==> src/verilog/ecc_defs.svh <==
/* widths and depth of the ECC scratchpad
   shared by the packages and every RTL module */
`ifndef ECC_DEFS_SVH
`define ECC_DEFS_SVH

// data word width, the code covers the whole word
`define ECC_DW 32

// six hamming check bits plus the overall parity bit
`define ECC_NB 7

// word address width and bank depth
`define ECC_AW 8
`define ECC_DEPTH 256

// stored codeword width
`define ECC_CW (`ECC_DW + `ECC_NB)

`endif

==> src/verilog/ecc_pkg.sv <==
/* ECC types: stored codeword, error kind, APB phase, register map
   and the data-bit to hamming-position helper */
`include "ecc_defs.svh"

package ecc_pkg;

  // check bits sit above the data, as in the user field
  typedef struct packed {
    logic [`ECC_NB-1:0] check;
    logic [`ECC_DW-1:0] data;
  } ecc_word_t;

  // bit 0 flags a corrected error, bit 1 an uncorrectable one
  typedef enum logic [1:0] {
    ERR_NONE   = 2'b00,
    ERR_SINGLE = 2'b01,
    ERR_DOUBLE = 2'b10
  } ecc_err_e;

  typedef enum logic [1:0] {
    IDLE,
    SETUP,
    ACCESS
  } apb_state_e;

  // byte addresses of the register words
  typedef enum logic [7:0] {
    REG_CNT_SINGLE = 8'h00,
    REG_CNT_DOUBLE = 8'h04,
    REG_LAST_SYND  = 8'h08,
    REG_INJ_DATA   = 8'h0C,
    REG_INJ_CHECK  = 8'h10
  } ecc_reg_e;

  // hamming position of data bit idx, power-of-two slots belong to check bits
  function automatic logic [`ECC_NB-2:0] ecc_data_pos(input int unsigned idx);
    int unsigned cnt;
    logic [`ECC_NB-2:0] pos;
    cnt = 0;
    pos = '0;
    for (int unsigned p = 3; p < (1 << (`ECC_NB - 1)); p++) begin
      if (((p & (p - 1)) != 0) && (cnt <= idx)) begin
        pos = p[`ECC_NB-2:0];
        cnt++;
      end
    end
    return pos;
  endfunction

endpackage

==> src/verilog/ecc_apb_regs.sv <==
/* APB register block
   saturating error counters, last syndrome, fault-injection mask */
`timescale 1ns/100ps
`include "ecc_defs.svh"

module ecc_apb_regs (
  input  logic               clk_i,
  input  logic               rst_n_i,
  input  logic               psel_i,
  input  logic               penable_i,
  input  logic               pwrite_i,
  input  logic [7:0]         paddr_i,
  input  logic [`ECC_DW-1:0] pwdata_i,
  output logic [`ECC_DW-1:0] prdata_o,
  input  logic               err_valid_i,
  input  ecc_pkg::ecc_err_e  err_kind_i,
  input  logic [`ECC_NB-1:0] syndrome_i,
  output ecc_pkg::ecc_word_t inj_mask_o
);
  import ecc_pkg::*;

  apb_state_e         state_q;
  apb_state_e         state_d;
  logic               setup_rd;
  logic               access_wr;
  logic [`ECC_DW-1:0] rd_mux;
  logic [`ECC_DW-1:0] prdata_q;
  logic [`ECC_DW-1:0] cnt_single_q;
  logic [`ECC_DW-1:0] cnt_double_q;
  logic [`ECC_NB-1:0] last_synd_q;
  logic [`ECC_DW-1:0] inj_data_q;
  logic [`ECC_NB-1:0] inj_check_q;

  // phase of the current cycle, registered to qualify the access
  always_comb begin
    if (!psel_i) begin
      state_d = IDLE;
    end else if (!penable_i) begin
      state_d = SETUP;
    end else begin
      state_d = ACCESS;
    end
  end

  always_ff @(posedge clk_i) begin
    if (!rst_n_i) begin
      state_q <= IDLE;
    end else begin
      state_q <= state_d;
    end
  end

  // read sampled in setup so prdata holds during access
  assign setup_rd  = (state_d == SETUP) && !pwrite_i;
  // write lands in the access cycle that follows a setup
  assign access_wr = (state_d == ACCESS) && (state_q == SETUP) && pwrite_i;

  always_comb begin
    case (paddr_i)
      REG_CNT_SINGLE: rd_mux = cnt_single_q;
      REG_CNT_DOUBLE: rd_mux = cnt_double_q;
      REG_LAST_SYND:  rd_mux = {{(`ECC_DW-`ECC_NB){1'b0}}, last_synd_q};
      REG_INJ_DATA:   rd_mux = inj_data_q;
      REG_INJ_CHECK:  rd_mux = {{(`ECC_DW-`ECC_NB){1'b0}}, inj_check_q};
      // unmapped reads back zero
      default:        rd_mux = '0;
    endcase
  end

  always_ff @(posedge clk_i) begin
    if (!rst_n_i) begin
      prdata_q <= '0;
    end else begin
      prdata_q <= setup_rd ? rd_mux : '0;
    end
  end

  assign prdata_o = prdata_q;

  // counters stick at all ones
  always_ff @(posedge clk_i) begin
    if (!rst_n_i) begin
      cnt_single_q <= '0;
      cnt_double_q <= '0;
      last_synd_q  <= '0;
    end else if (err_valid_i) begin
      if ((err_kind_i == ERR_SINGLE) && (cnt_single_q != '1)) begin
        cnt_single_q <= cnt_single_q + 1'b1;
      end
      if ((err_kind_i == ERR_DOUBLE) && (cnt_double_q != '1)) begin
        cnt_double_q <= cnt_double_q + 1'b1;
      end
      // clean reads keep the previous syndrome
      if (syndrome_i != '0) begin
        last_synd_q <= syndrome_i;
      end
    end
  end

  always_ff @(posedge clk_i) begin
    if (!rst_n_i) begin
      inj_data_q  <= '0;
      inj_check_q <= '0;
    end else if (access_wr) begin
      if (paddr_i == REG_INJ_DATA) begin
        inj_data_q <= pwdata_i;
      end
      if (paddr_i == REG_INJ_CHECK) begin
        inj_check_q <= pwdata_i[`ECC_NB-1:0];
      end
    end
  end

  assign inj_mask_o.data  = inj_data_q;
  assign inj_mask_o.check = inj_check_q;

  penable_needs_psel: assert property (@(posedge clk_i) disable iff (!rst_n_i)
    penable_i |-> psel_i);

endmodule

==> config.mk <==
export PLATFORM = sky130hd
export DESIGN_NAME = ecc_apb_regs
export DESIGN_NICKNAME = d
export VERILOG_FILES = /design/src/verilog/ecc_pkg.sv /design/src/verilog/ecc_apb_regs.sv
export VERILOG_INCLUDE_DIRS = /design/src /design/src/verilog
export SDC_FILE = /design/constraint.sdc
export NUM_CORES = 1
export LEC_CHECK = 0
export BUFFER_PORTS_ARGS = -buffer_cell sky130_fd_sc_hd__buf_4
export CAP_MARGIN = 20
export CORE_MARGIN = 4
export CORE_UTILIZATION = 50
export CTS_BUF_LIST = sky130_fd_sc_hd__clkbuf_4 sky130_fd_sc_hd__clkbuf_8
export DETAILED_ROUTE_END_ITERATION = 10
export PLACE_DENSITY = 0.73
export SYNTH_ARGS = -nofsm -noshare
export SYNTH_HDL_FRONTEND = slang
export SYNTH_SLANG_ARGS = --single-unit
==> constraint.sdc <==
create_clock -name clk_i -period 5.25 [get_ports clk_i]
set_clock_uncertainty 0.15 [all_clocks]
set_input_delay 0.7875 -clock clk_i [delete_from_list [all_inputs] [get_ports clk_i]]
set_output_delay 0.7875 -clock clk_i [all_outputs]
set_load 0.02 [all_outputs]
==> results.rst <==
.. list-table::
   :header-rows: 1

   * - Metric
     - Value
   * - Status
     - finished clean
   * - Largest net degree at the start of global routing
     - 52
   * - Post-CTS Setup Inserts
     - 0
   * - Power share of the combinational group
     - 0.045
   * - Relative slew margins
     - 0.3702
   * - Min Tclk post-route
     - 3.112 ns
   * - Cell accounting for the most synthesized area
     - sky130_fd_sc_hd__dfxtp_1
   * - Growth of design area from synthesis to finish
     - 21.30%
   * - Syn Std Cell Area
     - 0.006525 mm2
   * - Instance count of the mapped netlist
     - 791
   * - Quantity of hold-fixing buffers added after cts
     - 0
   * - Final setup violation count
     - 0
   * - First-pass iteration count of the detailed router
     - 5
   * - Switching power share of the total
     - 0.2182
   * - Unrepaired setup endpoints after global routing
     - false
   * - Buf+Inv Stages, Crit Path
     - 0
   * - Wire length of the first global-routing pass
     - 29150 um
   * - CTS Sinks
     - 144
   * - Num ports
     - 126
   * - Placer's final routability congestion estimate
     - 0.9159
   * - VDD IR max
     - 0.0001959 V
   * - Maximum clock frequency
     - 0.3213 GHz
   * - Cell with the most instances after synthesis
     - sky130_fd_sc_hd__dfxtp_1
   * - Ratio of routed vias to standard cells
     - 5.747
   * - Maximum buffer depth of the clock tree
     - 2
   * - Syn_nets
     - 848
   * - Number of enable flip-flop cells after synthesis
     - 0
   * - GRT Resource Usage Total
     - 0.2467
   * - Worst Setup Path Type
     - reg -> reg
   * - Core area
     - 0.01272 mm2
   * - Sequential fraction of the synthesis area
     - 0.4418
   * - CTS tree
     - yes
   * - #FFs+latches synth
     - 144
   * - Cell type of the slowest stage on the worst timing path
     - sky130_fd_sc_hd__and3_1
   * - Number of clock buffers inserted by TritonCTS
     - 17
   * - Final cycle utilization of the critical path
     - 0.5928
   * - Top area cells in the synthesized netlist
     - sky130_fd_sc_hd__dfxtp_1 44%, sky130_fd_sc_hd__a21oi_1 8.3%, sky130_fd_sc_hd__nand2_1 6.2%, sky130_fd_sc_hd__mux2i_1 5.5%, sky130_fd_sc_hd__nor2_1 4.5%
   * - Total leakage power
     - 2.781 nW
   * - Source-to-sink clock delay at the later pin of the worst-skew pair
     - 0.45 ns
   * - Switching power total
     - 0.4539 mW
   * - Type of the most critical hold path
     - reg -> reg
   * - Number of distinct library cells after synthesis
     - 49
   * - Antenna Diode Count
     - 0
   * - Crit path max fanout
     - 32
   * - Share of layout cells above drive strength 1
     - 0.1984
   * - Top post-synthesis cells by count
     - 144 x sky130_fd_sc_hd__dfxtp_1, 108 x sky130_fd_sc_hd__a21oi_1, 108 x sky130_fd_sc_hd__nand2_1
   * - Power Dens Cells
     - 262.8 mW/mm2
   * - Average routed wire per standard cell
     - 16.72 um
   * - Routed wire length
     - 17880 um
   * - Die Area
     - 0.01494 mm2
   * - Crit path max-delay family
     - simple AND/OR/NAND/NOR gates
   * - Floorplan die width
     - 122.2 um
   * - Total Power
     - 2.080 mW
   * - Number of buffers added on ports
     - 125
   * - Hold violation count in the final report
     - 0
   * - Startpoint type of the worst setup path
     - flip-flop
   * - HPWL reported at the end of detailed placement
     - 12660 um
   * - Ordered list of cells on the worst path
     - ha_1 > nand3_1 > nor4_1 > and3_1 > o21ai_0 > a21oi_1
   * - Initial standard-cell utilization of the core
     - 0.5129
   * - Setup TNS
     - 0 ns
   * - Post-Synthesis Mean Instance Area
     - 8.249 um2
   * - Sequential fraction of design power
     - 0.529
   * - Arrival time worst endpoint
     - 3.34 ns
   * - Crit-path max cell delay
     - 0.90 ns
   * - DR vias
     - 6144
   * - Proportion of register bits with asynchronous set or reset after synthesis
     - 0
   * - Clock Tree Root
     - sky130_fd_sc_hd__clkbuf_8
   * - Detailed-route DRC error count
     - 0
   * - Worst setup EP type
     - flip-flop
   * - Total number of H-tree levels
     - 4
   * - Number of nets with antenna violations after detailed routing
     - 0
   * - Antenna violations before repair
     - 0
   * - Share of power burned in the clock network
     - 0.426
   * - Worst slew pin tran
     - 0.9447 ns
   * - Cts repair resizes
     - 0
   * - Final Max Tran Viols
     - 0
   * - GRT Residual Overflow
     - 0
   * - Share of the synthesized area in the top cell type
     - 0.4418
   * - CP Data Required Time
     - 5.48 ns
   * - Clock-pin slew reported for the worst setup and hold paths after clock tree synthesis
     - 0.07 ns
   * - Number of violations of the max-capacitance limit
     - 0
   * - Initial DRC Count
     - 413
   * - Fillcell total
     - 1135
   * - Cell-internal power
     - 1.627 mW
   * - Worst Hold Margin
     - 0.3214 ns
   * - Synth Warn #
     - 0
   * - Chip Height
     - 122.2 um
   * - Count of nets after finishing
     - 942
   * - Site row count
     - 41
   * - Dominant synthesized flop cell
     - sky130_fd_sc_hd__dfxtp_1
   * - Vias in the first global route
     - 6012
per-stage QoR:
stage	setup WS [ns]	cell area (um2)	util	std cells
floorplan	2.424	6525	-	791
global placement	1.906	7468	0.5870	1035
detailed placement	1.848	7468	0.5870	1035
CTS	2.189	7868	0.6184	1066
global route	1.775	7915	0.6221	1069
finish	2.138	7915	0.6221	1069
power by group through the flow:
stage / combinational [mW] / sequential [mW] / clock (mW)
detailed placement: 0.0909 / 1.13 / 0
global route: 0.102 / 1.10 / 0.942
floorplan: 0.0480 / 1.12 / 0
finish: 0.0936 / 1.10 / 0.886
CTS: 0.0917 / 1.10 / 0.896
global placement: 0.0895 / 1.13 / 0
layer usage:
metal / GRT usage / wire [um] / vias up
met2: 0.4119 / 8471 / 230
met5: 0 / 0 / -
met4: 0.1190 / 603 / 0
met3: 0.06267 / 1240 / 38
li1: - / - / 3033
met1: 0.2970 / 7562 / 2843
path summary, 6_finish.rpt:
check / start / endpoint / slack, ns / depth (start not counted)
worst max-delay path: cnt_double_q[0] / cnt_double_q[7] / 2.14 / 6
worst min-delay path: last_synd_q[6] / last_synd_q[6] / 0.32 / 2
worst max register to register: cnt_double_q[0] / cnt_double_q[7] / 2.14 / 6
worst min register to register: last_synd_q[6] / last_synd_q[6] / 0.32 / 2
state kept, by name, summed over array words and instances (netlist names):
| signal | count |
|---|---|
| inj_check_q | 7 |
| cnt_single_q | 32 |
| inj_data_q | 32 |
| prdata_o | 32 |
| state_q | 2 |
| cnt_double_q | 32 |
| last_synd_q | 7 |
cells by family after synthesis:
family	count (synthesis)	share of synthesized area
multiplexers	43	0.07939
buffers and inverters	66	0.04161
flip-flops	144	0.4418
adder cells (fa/ha/maj)	2	0.003834
XOR/XNOR	5	0.006711
AND/OR/NAND/NOR	343	0.2600
AO/OA/AOI/OAI	188	0.1666
area by class of cell:
class / instances / area [um2] / area share
clock inverter: 6 / 80.08 / 0.01012
timing repair buffer: 130 / 1001 / 0.1265
multi-input combinational: 581 / 3376 / 0.4265
tap: 172 / 215.2 / 0.02719
sequential: 144 / 2883 / 0.3642
inverter: 11 / 41.29 / 0.005217
clock buffer: 25 / 319.1 / 0.04031
worst register-to-register path: stages (launching register included):
cell,delay [ns]
sky130_fd_sc_hd__dfxtp_1,0.50
sky130_fd_sc_hd__ha_1,0.28
sky130_fd_sc_hd__nand3_1,0.15
sky130_fd_sc_hd__nor4_1,0.67
sky130_fd_sc_hd__and3_1,0.90
sky130_fd_sc_hd__o21ai_0,0.22
sky130_fd_sc_hd__a21oi_1,0.17
cells in the final DEF, fill, tap and decap left out, types with 6 or more instances in the layout:
cell type                  count
sky130_fd_sc_hd__and3_1        8
sky130_fd_sc_hd__dfxtp_1     144
sky130_fd_sc_hd__buf_4       127
sky130_fd_sc_hd__inv_1        10
sky130_fd_sc_hd__nor4_1        9
sky130_fd_sc_hd__nand3_1      28
sky130_fd_sc_hd__or4_1        18
sky130_fd_sc_hd__nor2_1       79
sky130_fd_sc_hd__nor3_1        6
sky130_fd_sc_hd__nand4_1      21
sky130_fd_sc_hd__mux4_2        7
sky130_fd_sc_hd__a21oi_1     108
sky130_fd_sc_hd__o21ai_0      31
sky130_fd_sc_hd__a22oi_1      10
sky130_fd_sc_hd__nand2_1     108
sky130_fd_sc_hd__mux2i_1      36
sky130_fd_sc_hd__or3_1        33
sky130_fd_sc_hd__o31ai_1      19
sky130_fd_sc_hd__nand2b_1      8
sky130_fd_sc_hd__clkbuf_8     21
(Power assumes the default switching activity.)
