<file path="src/verilog/ecc_defs.svh">
/* widths and depth of the ECC scratchpad
   shared by the packages and every RTL module */
`ifndef ECC_DEFS_SVH
`define ECC_DEFS_SVH

// data word width, the code covers the whole word
`define ECC_DW 32

// six hamming check bits plus the overall parity bit
`define ECC_NB 7

// word address width and bank depth
`define ECC_AW 8
`define ECC_DEPTH 256

// stored codeword width
`define ECC_CW (`ECC_DW + `ECC_NB)

`endif

</file>
<file path="src/verilog/hci_bus_pkg.sv">
/* core-bus types: opcode enum, plain request and response,
   and the ECC-extended request and response toward the bank */
`include "ecc_defs.svh"

package hci_bus_pkg;

  // follows the hci wen sense, high means read
  typedef enum logic {
    OPC_WRITE = 1'b0,
    OPC_READ  = 1'b1
  } hci_opc_e;

  typedef struct packed {
    logic               req;
    hci_opc_e           opc;
    logic [`ECC_AW-1:0] add;
    logic [`ECC_DW-1:0] data;
  } hci_req_t;

  typedef struct packed {
    logic               r_valid;
    logic [`ECC_DW-1:0] r_data;
  } hci_rsp_t;

  // user carries the check bits next to the data
  typedef struct packed {
    logic               req;
    hci_opc_e           opc;
    logic [`ECC_AW-1:0] add;
    logic [`ECC_DW-1:0] data;
    logic [`ECC_NB-1:0] user;
  } hci_ecc_req_t;

  typedef struct packed {
    logic               r_valid;
    logic [`ECC_DW-1:0] r_data;
    logic [`ECC_NB-1:0] r_user;
  } hci_ecc_rsp_t;

endpackage

</file>
<file path="src/verilog/ecc_pkg.sv">
/* ECC types: stored codeword, error kind, APB phase, register map
   and the data-bit to hamming-position helper */
`include "ecc_defs.svh"

package ecc_pkg;

  // check bits sit above the data, as in the user field
  typedef struct packed {
    logic [`ECC_NB-1:0] check;
    logic [`ECC_DW-1:0] data;
  } ecc_word_t;

  // bit 0 flags a corrected error, bit 1 an uncorrectable one
  typedef enum logic [1:0] {
    ERR_NONE   = 2'b00,
    ERR_SINGLE = 2'b01,
    ERR_DOUBLE = 2'b10
  } ecc_err_e;

  typedef enum logic [1:0] {
    IDLE,
    SETUP,
    ACCESS
  } apb_state_e;

  // byte addresses of the register words
  typedef enum logic [7:0] {
    REG_CNT_SINGLE = 8'h00,
    REG_CNT_DOUBLE = 8'h04,
    REG_LAST_SYND  = 8'h08,
    REG_INJ_DATA   = 8'h0C,
    REG_INJ_CHECK  = 8'h10
  } ecc_reg_e;

  // hamming position of data bit idx, power-of-two slots belong to check bits
  function automatic logic [`ECC_NB-2:0] ecc_data_pos(input int unsigned idx);
    int unsigned cnt;
    logic [`ECC_NB-2:0] pos;
    cnt = 0;
    pos = '0;
    for (int unsigned p = 3; p < (1 << (`ECC_NB - 1)); p++) begin
      if (((p & (p - 1)) != 0) && (cnt <= idx)) begin
        pos = p[`ECC_NB-2:0];
        cnt++;
      end
    end
    return pos;
  endfunction

endpackage

</file>
<file path="src/verilog/secded_39_32_enc.sv">
/* SECDED (39,32) encoder, extended hamming layout
   six position parities plus overall parity */
`timescale 1ns/100ps
`include "ecc_defs.svh"

module secded_39_32_enc (
  input  logic [`ECC_DW-1:0] data_i,
  output ecc_pkg::ecc_word_t code_o
);
  import ecc_pkg::*;

  logic [`ECC_NB-2:0] ham;

  // check bit k covers data bits whose position has bit k set
  always_comb begin
    logic [`ECC_NB-2:0] pos;
    ham = '0;
    for (int i = 0; i < `ECC_DW; i++) begin
      pos = ecc_data_pos(i);
      for (int k = 0; k < `ECC_NB - 1; k++) begin
        ham[k] = ham[k] ^ (data_i[i] & pos[k]);
      end
    end
  end

  assign code_o.data = data_i;
  assign code_o.check[`ECC_NB-2:0] = ham;
  // overall parity makes the whole codeword even
  assign code_o.check[`ECC_NB-1] = ^{ham, data_i};

endmodule

</file>
<file path="src/verilog/secded_39_32_dec.sv">
/* SECDED (39,32) decoder
   syndrome, single-bit correction and error classification */
`timescale 1ns/100ps
`include "ecc_defs.svh"

module secded_39_32_dec (
  input  ecc_pkg::ecc_word_t  code_i,
  output logic [`ECC_DW-1:0]  data_o,
  output logic [`ECC_NB-1:0]  syndrome_o,
  output ecc_pkg::ecc_err_e   err_o
);
  import ecc_pkg::*;

  logic [`ECC_CW-1:0] code_flat;
  logic [`ECC_NB-1:0] syn;

  assign code_flat = {code_i.check, code_i.data};

  // recompute position parities and fold in the stored check bits
  always_comb begin
    logic [`ECC_NB-2:0] pos;
    syn = '0;
    for (int i = 0; i < `ECC_DW; i++) begin
      pos = ecc_data_pos(i);
      for (int k = 0; k < `ECC_NB - 1; k++) begin
        syn[k] = syn[k] ^ (code_i.data[i] & pos[k]);
      end
    end
    syn[`ECC_NB-2:0] = syn[`ECC_NB-2:0] ^ code_i.check[`ECC_NB-2:0];
    // top bit is the overall parity and goes high on an odd number of flips
    syn[`ECC_NB-1] = ^code_flat;
  end

  // flip the named data bit only when overall parity fails
  // a check-bit hit names a power of two and leaves data alone
  always_comb begin
    logic [`ECC_NB-2:0] pos;
    data_o = code_i.data;
    for (int i = 0; i < `ECC_DW; i++) begin
      pos = ecc_data_pos(i);
      if (syn[`ECC_NB-1] && (syn[`ECC_NB-2:0] == pos)) begin
        data_o[i] = ~code_i.data[i];
      end
    end
  end

  // even overall parity with a nonzero syndrome means two flips
  always_comb begin
    if (syn == '0) begin
      err_o = ERR_NONE;
    end else if (syn[`ECC_NB-1]) begin
      err_o = ERR_SINGLE;
    end else begin
      err_o = ERR_DOUBLE;
    end
  end

  assign syndrome_o = syn;

  // a clean syndrome reports no error and leaves the data untouched
  syn_zero_clean: assert final ((syndrome_o != '0) ||
    ((err_o == ERR_NONE) && (data_o == code_i.data)));

endmodule

</file>
<file path="src/verilog/hci_ecc_adapter.sv">
/* core-bus ECC adapter
   encodes write data into user, decodes and corrects read data */
`timescale 1ns/100ps
`include "ecc_defs.svh"

module hci_ecc_adapter (
  input  logic                      clk_i,
  input  logic                      rst_n_i,
  input  hci_bus_pkg::hci_req_t     bus_req_i,
  output logic                      bus_gnt_o,
  output hci_bus_pkg::hci_rsp_t     bus_rsp_o,
  output hci_bus_pkg::hci_ecc_req_t mem_req_o,
  input  hci_bus_pkg::hci_ecc_rsp_t mem_rsp_i,
  output logic                      err_valid_o,
  output ecc_pkg::ecc_err_e         err_kind_o,
  output logic [`ECC_NB-1:0]        syndrome_o
);
  import hci_bus_pkg::*;
  import ecc_pkg::*;

  ecc_word_t          wr_code;
  ecc_word_t          rd_code;
  logic [`ECC_DW-1:0] rd_data;
  logic [`ECC_NB-1:0] rd_syn;
  ecc_err_e           rd_err;

  // no back-pressure toward the requester
  assign bus_gnt_o = 1'b1;

  secded_39_32_enc u_enc (
    .data_i ( bus_req_i.data ),
    .code_o ( wr_code        )
  );

  // request passes on with check bits in the user field
  assign mem_req_o.req  = bus_req_i.req;
  assign mem_req_o.opc  = bus_req_i.opc;
  assign mem_req_o.add  = bus_req_i.add;
  assign mem_req_o.data = wr_code.data;
  assign mem_req_o.user = wr_code.check;

  // rebuild the stored codeword from the raw response
  assign rd_code.check = mem_rsp_i.r_user;
  assign rd_code.data  = mem_rsp_i.r_data;

  secded_39_32_dec u_dec (
    .code_i     ( rd_code ),
    .data_o     ( rd_data ),
    .syndrome_o ( rd_syn  ),
    .err_o      ( rd_err  )
  );

  assign bus_rsp_o.r_valid = mem_rsp_i.r_valid;
  assign bus_rsp_o.r_data  = rd_data;

  // error report only means something alongside a response
  assign err_valid_o = mem_rsp_i.r_valid;
  assign err_kind_o  = mem_rsp_i.r_valid ? rd_err : ERR_NONE;
  assign syndrome_o  = mem_rsp_i.r_valid ? rd_syn : '0;

  rvalid_after_read: assert property (@(posedge clk_i) disable iff (!rst_n_i)
    mem_rsp_i.r_valid |-> $past(bus_req_i.req && bus_gnt_o && (bus_req_i.opc == OPC_READ)));

endmodule

</file>
<file path="config.mk">
export PLATFORM = sky130hd
export DESIGN_NAME = hci_ecc_adapter
export DESIGN_NICKNAME = d
export VERILOG_FILES = /design/src/verilog/hci_bus_pkg.sv /design/src/verilog/ecc_pkg.sv /design/src/verilog/secded_39_32_enc.sv /design/src/verilog/secded_39_32_dec.sv /design/src/verilog/hci_ecc_adapter.sv
export VERILOG_INCLUDE_DIRS = /design/src /design/src/verilog
export SDC_FILE = /design/constraint.sdc
export NUM_CORES = 1
export LEC_CHECK = 0
export BUFFER_PORTS_ARGS = -buffer_cell sky130_fd_sc_hd__buf_4
export CAP_MARGIN = 20
export CORE_UTILIZATION = 44
export DETAILED_ROUTE_END_ITERATION = 8
export PLACE_DENSITY = 0.85
export RECOVER_POWER = 100
export SYNTH_ARGS = -nofsm -noshare
export SYNTH_HDL_FRONTEND = slang
export SYNTH_SLANG_ARGS = --single-unit
</file>
<file path="constraint.sdc">
create_clock -name vclk -period 3.8
set_clock_uncertainty 0.15 [all_clocks]
set_input_delay 0.76 -clock vclk [all_inputs]
set_output_delay 0.76 -clock vclk [all_outputs]
set_load 0.005 [all_outputs]
</file>
==> impl_metrics.csv <==
group,metric,value,unit
die,io_pins,177,
global_routing,antenna_found_initial,0,
yosys,synth_top_family_by_area,"XOR/XNOR gates",
cells_and_area,final_layout_size_suffix_gt1_share,59.1,%
sta,period_needed,4120,ps
global_routing,grt_pass1_vias,2869,
hold_path,hold_path_depth,0,
power_and_ir_drop,cellPowerDensity,648,nW/um^2
sta,fin_ws,-324,ps
power_and_ir_drop,finalPower,0.00283,W
place,dp_hpwl,6750,microns
die,dieHeight,77.6,microns
die,die-area,6020,sq um
routing,antenna_left,0,
worst_setup_path,end_kind,"primary output",
worst_setup_path,critPathLaunchType,"primary input",
hold_path,holdCritStartpoint,"bus_req_i[34]",
clocking,cts_hold_buf,0,
yosys,synthTopCellsByArea,"xnor2_1, buf_4, xor2_1",
routing,viasPerCell,5.13,
worst_setup_path,criticalPathCategory,"in2out",
routing,drt_iter0_markers,179,
yosys,synth_area_per_cell,8.77,sq um
worst_setup_path,worstPathArrival,3210,ps
cells_and_area,fin_area,4380,sq um
worst_setup_path,path_buf_inv,3,
sta,rsz0062_at_grt,"true",
yosys,synthXorXnorAreaFrac,66.3,%
cells_and_area,nNetsFinal,550,
yosys,synth_top_area_cell,"xnor2_1",
routing,vias,2750,
run_status,violations,"negative setup slack",
cells_and_area,syn_to_final_growth,73.9,%
yosys,yosysWarnings,0,
power_and_ir_drop,p_leak,1.95,nW
power_and_ir_drop,vdd_ir_drop_max,379,uV
hold_path,hold_path_end,"mem_req_o[41]",
cells_and_area,seq_cell_count,0,
routing,drtPass1Iterations,4,
place,preCtsSetupSlack,-333,ps
place,routabilityCongestion,0.888,
worst_setup_path,cp_top_family,"XOR/XNOR gates",
cells_and_area,num-clock-buffers,0,
routing,wl,9430,microns
cells_and_area,diodes,0,
global_routing,grt_pass1_wl,13800,microns
global_routing,grt_remaining_overflow,0,
worst_setup_path,crit_fanout,4,
die,initial_utilization,45.7,%
worst_setup_path,cpPeakStageDelay,570,ps
run_status,status,"finished with violations",
sta,finalSetupViolations,33,
global_routing,grt_start_max_net_pins,10,
yosys,synth_compound_area_share,10.0,%
sta,hold_slack,1370,ps
place,dpl_cell_area,3790,sq um
sta,fmaxAchievable,0.242,GHz
yosys,synthSimpleGateAreaFrac,8.20,%
die,die_w,77.6,microns
yosys,synth_fa_ha_area_share,0,%
global_routing,track_usage,29.3,%
sta,drv_slew,0,
job,max_cap_viol_count,0,
routing,drc_errors,0,
hold_path,hold_path_class,"in2out",
yosys,synth.top_cell.area_share,42.8,%
cells_and_area,n_fill_cell,337,
yosys,yosysSeqAreaShare,0,%
die,core-area,5510,sq um
cells_and_area,seqCellArea,0,sq um
yosys,synthCells,287,
worst_setup_path,cp.required,2890,ps
yosys,syn-cell-area,2520,sq um
worst_setup_path,slowest_stage,"or4_4",
yosys,ys_types,35,
sta,hold_viol,0,
worst_setup_path,path_cells,"buf_8, xnor3_2, xor2_4, buf_6, xnor3_2, xnor2_2, nand2_1, or4_4, xnor2_4, buf_6",
sta,fin_crit_sh,109,%
place,io_buffers,154,
routing,wire_per_inst,17.6,microns
yosys,muxShareOfSynthArea,0,%
yosys,synth_nets,371,
die,core.rowCount,27,
[kinds of logic (layout without fill, tap and decap cells)]
group / count (synthesis) / after routing
compound gates: 31 / 31
other cells: 1 / 1
simple gates: 36 / 37
xor+xnor: 164 / 164
buf+inv: 55 / 231
[area by class of cell]
type | count | area [sq um] | area share (%)
timing repair buffer | 229 | 1810 | 41.3
inverter | 2 | 7.51 | 0.172
tap | 72 | 90.1 | 2.06
multi-input combinational | 233 | 2470 | 56.5
[synth_stat cells]
cell / count
a31oi_1: 1
a311oi_1: 1
nand2_1: 3
xor2_1: 23
o211ai_1: 25
or3_4: 1
nor3_1: 4
or4_1: 1
xor2_4: 1
and2_1: 3
nor2_1: 9
xnor3_2: 4
a2bb2oi_1: 1
nand2b_1: 1
nor3_2: 3
inv_1: 2
o2111a_1: 1
nor4_1: 1
and3_1: 2
a2111oi_2: 2
buf_4: 46
xor3_4: 1
nor2b_1: 2
and3_2: 1
xnor3_4: 2
and2_0: 1
nand3_1: 2
xor2_2: 3
xnor2_1: 123
clkbuf_1: 3
xnor2_2: 3
conb_1: 1
xnor3_1: 4
nand4_1: 2
buf_2: 4
[layout by cell type (no fill, tap or decap), drive strengths merged, types with 2 or more instances in the layout]
cell type | Yosys | layout
nand2 | 3 | 3
nand3 | 2 | 2
a2111oi | 2 | 2
xnor3 | 10 | 10
nand4 | 2 | 2
o211ai | 25 | 25
clkbuf | 3 | 43
xor2 | 27 | 27
nor2b | 2 | 2
buf | 50 | 186
xnor2 | 126 | 126
nor2 | 9 | 9
and2 | 4 | 4
nor3 | 7 | 7
and3 | 3 | 4
inv | 2 | 2
[timing repair]
action	4_1_cts	5_1_grt
pin swaps	38	33
resized for setup	63	24
setup buffers	17	7
endpoints found under the setup margin	33	35
gates cloned	2	0
[report_power, final]
part           switching [W]  internal [W]
Sequential                 0             0
Clock                      0             0
Combinational        0.00134       0.00150
[through the flow]
stage                     utilization, %  setup TNS [ps]  std cells
after detailed placement            68.8           -7180        514
after global placement              68.8           -5250        514
after CTS                           77.1           -2320        531
after floorplan                        -               0        287
after global routing                79.5           -7370        536
final                               79.5           -5090        536
[per-layer routing]
layer  global-route usage (%)  share of wire, %
met2                     57.9                55
met4                     14.2               5.1
met5                        0                 0
met1                     29.6                33
met3                     4.35               6.4
[worst max path at each step]
stage / start / end / slack (ps) / cells past startpoint
4_1_cts: mem_rsp_i[15] / bus_rsp_o[28] / -200 / 10
2_1_floorplan: mem_rsp_i[27] / bus_rsp_o[28] / 50 / 7
6_report: mem_rsp_i[32] / bus_rsp_o[28] / -320 / 10
3_3_place_gp: mem_rsp_i[22] / bus_rsp_o[1] / -250 / 11
3_5_place_dp: mem_rsp_i[22] / bus_rsp_o[22] / -330 / 9
5_1_grt: mem_rsp_i[22] / bus_rsp_o[8] / -390 / 11
Power figures use the tool's default switching activity.
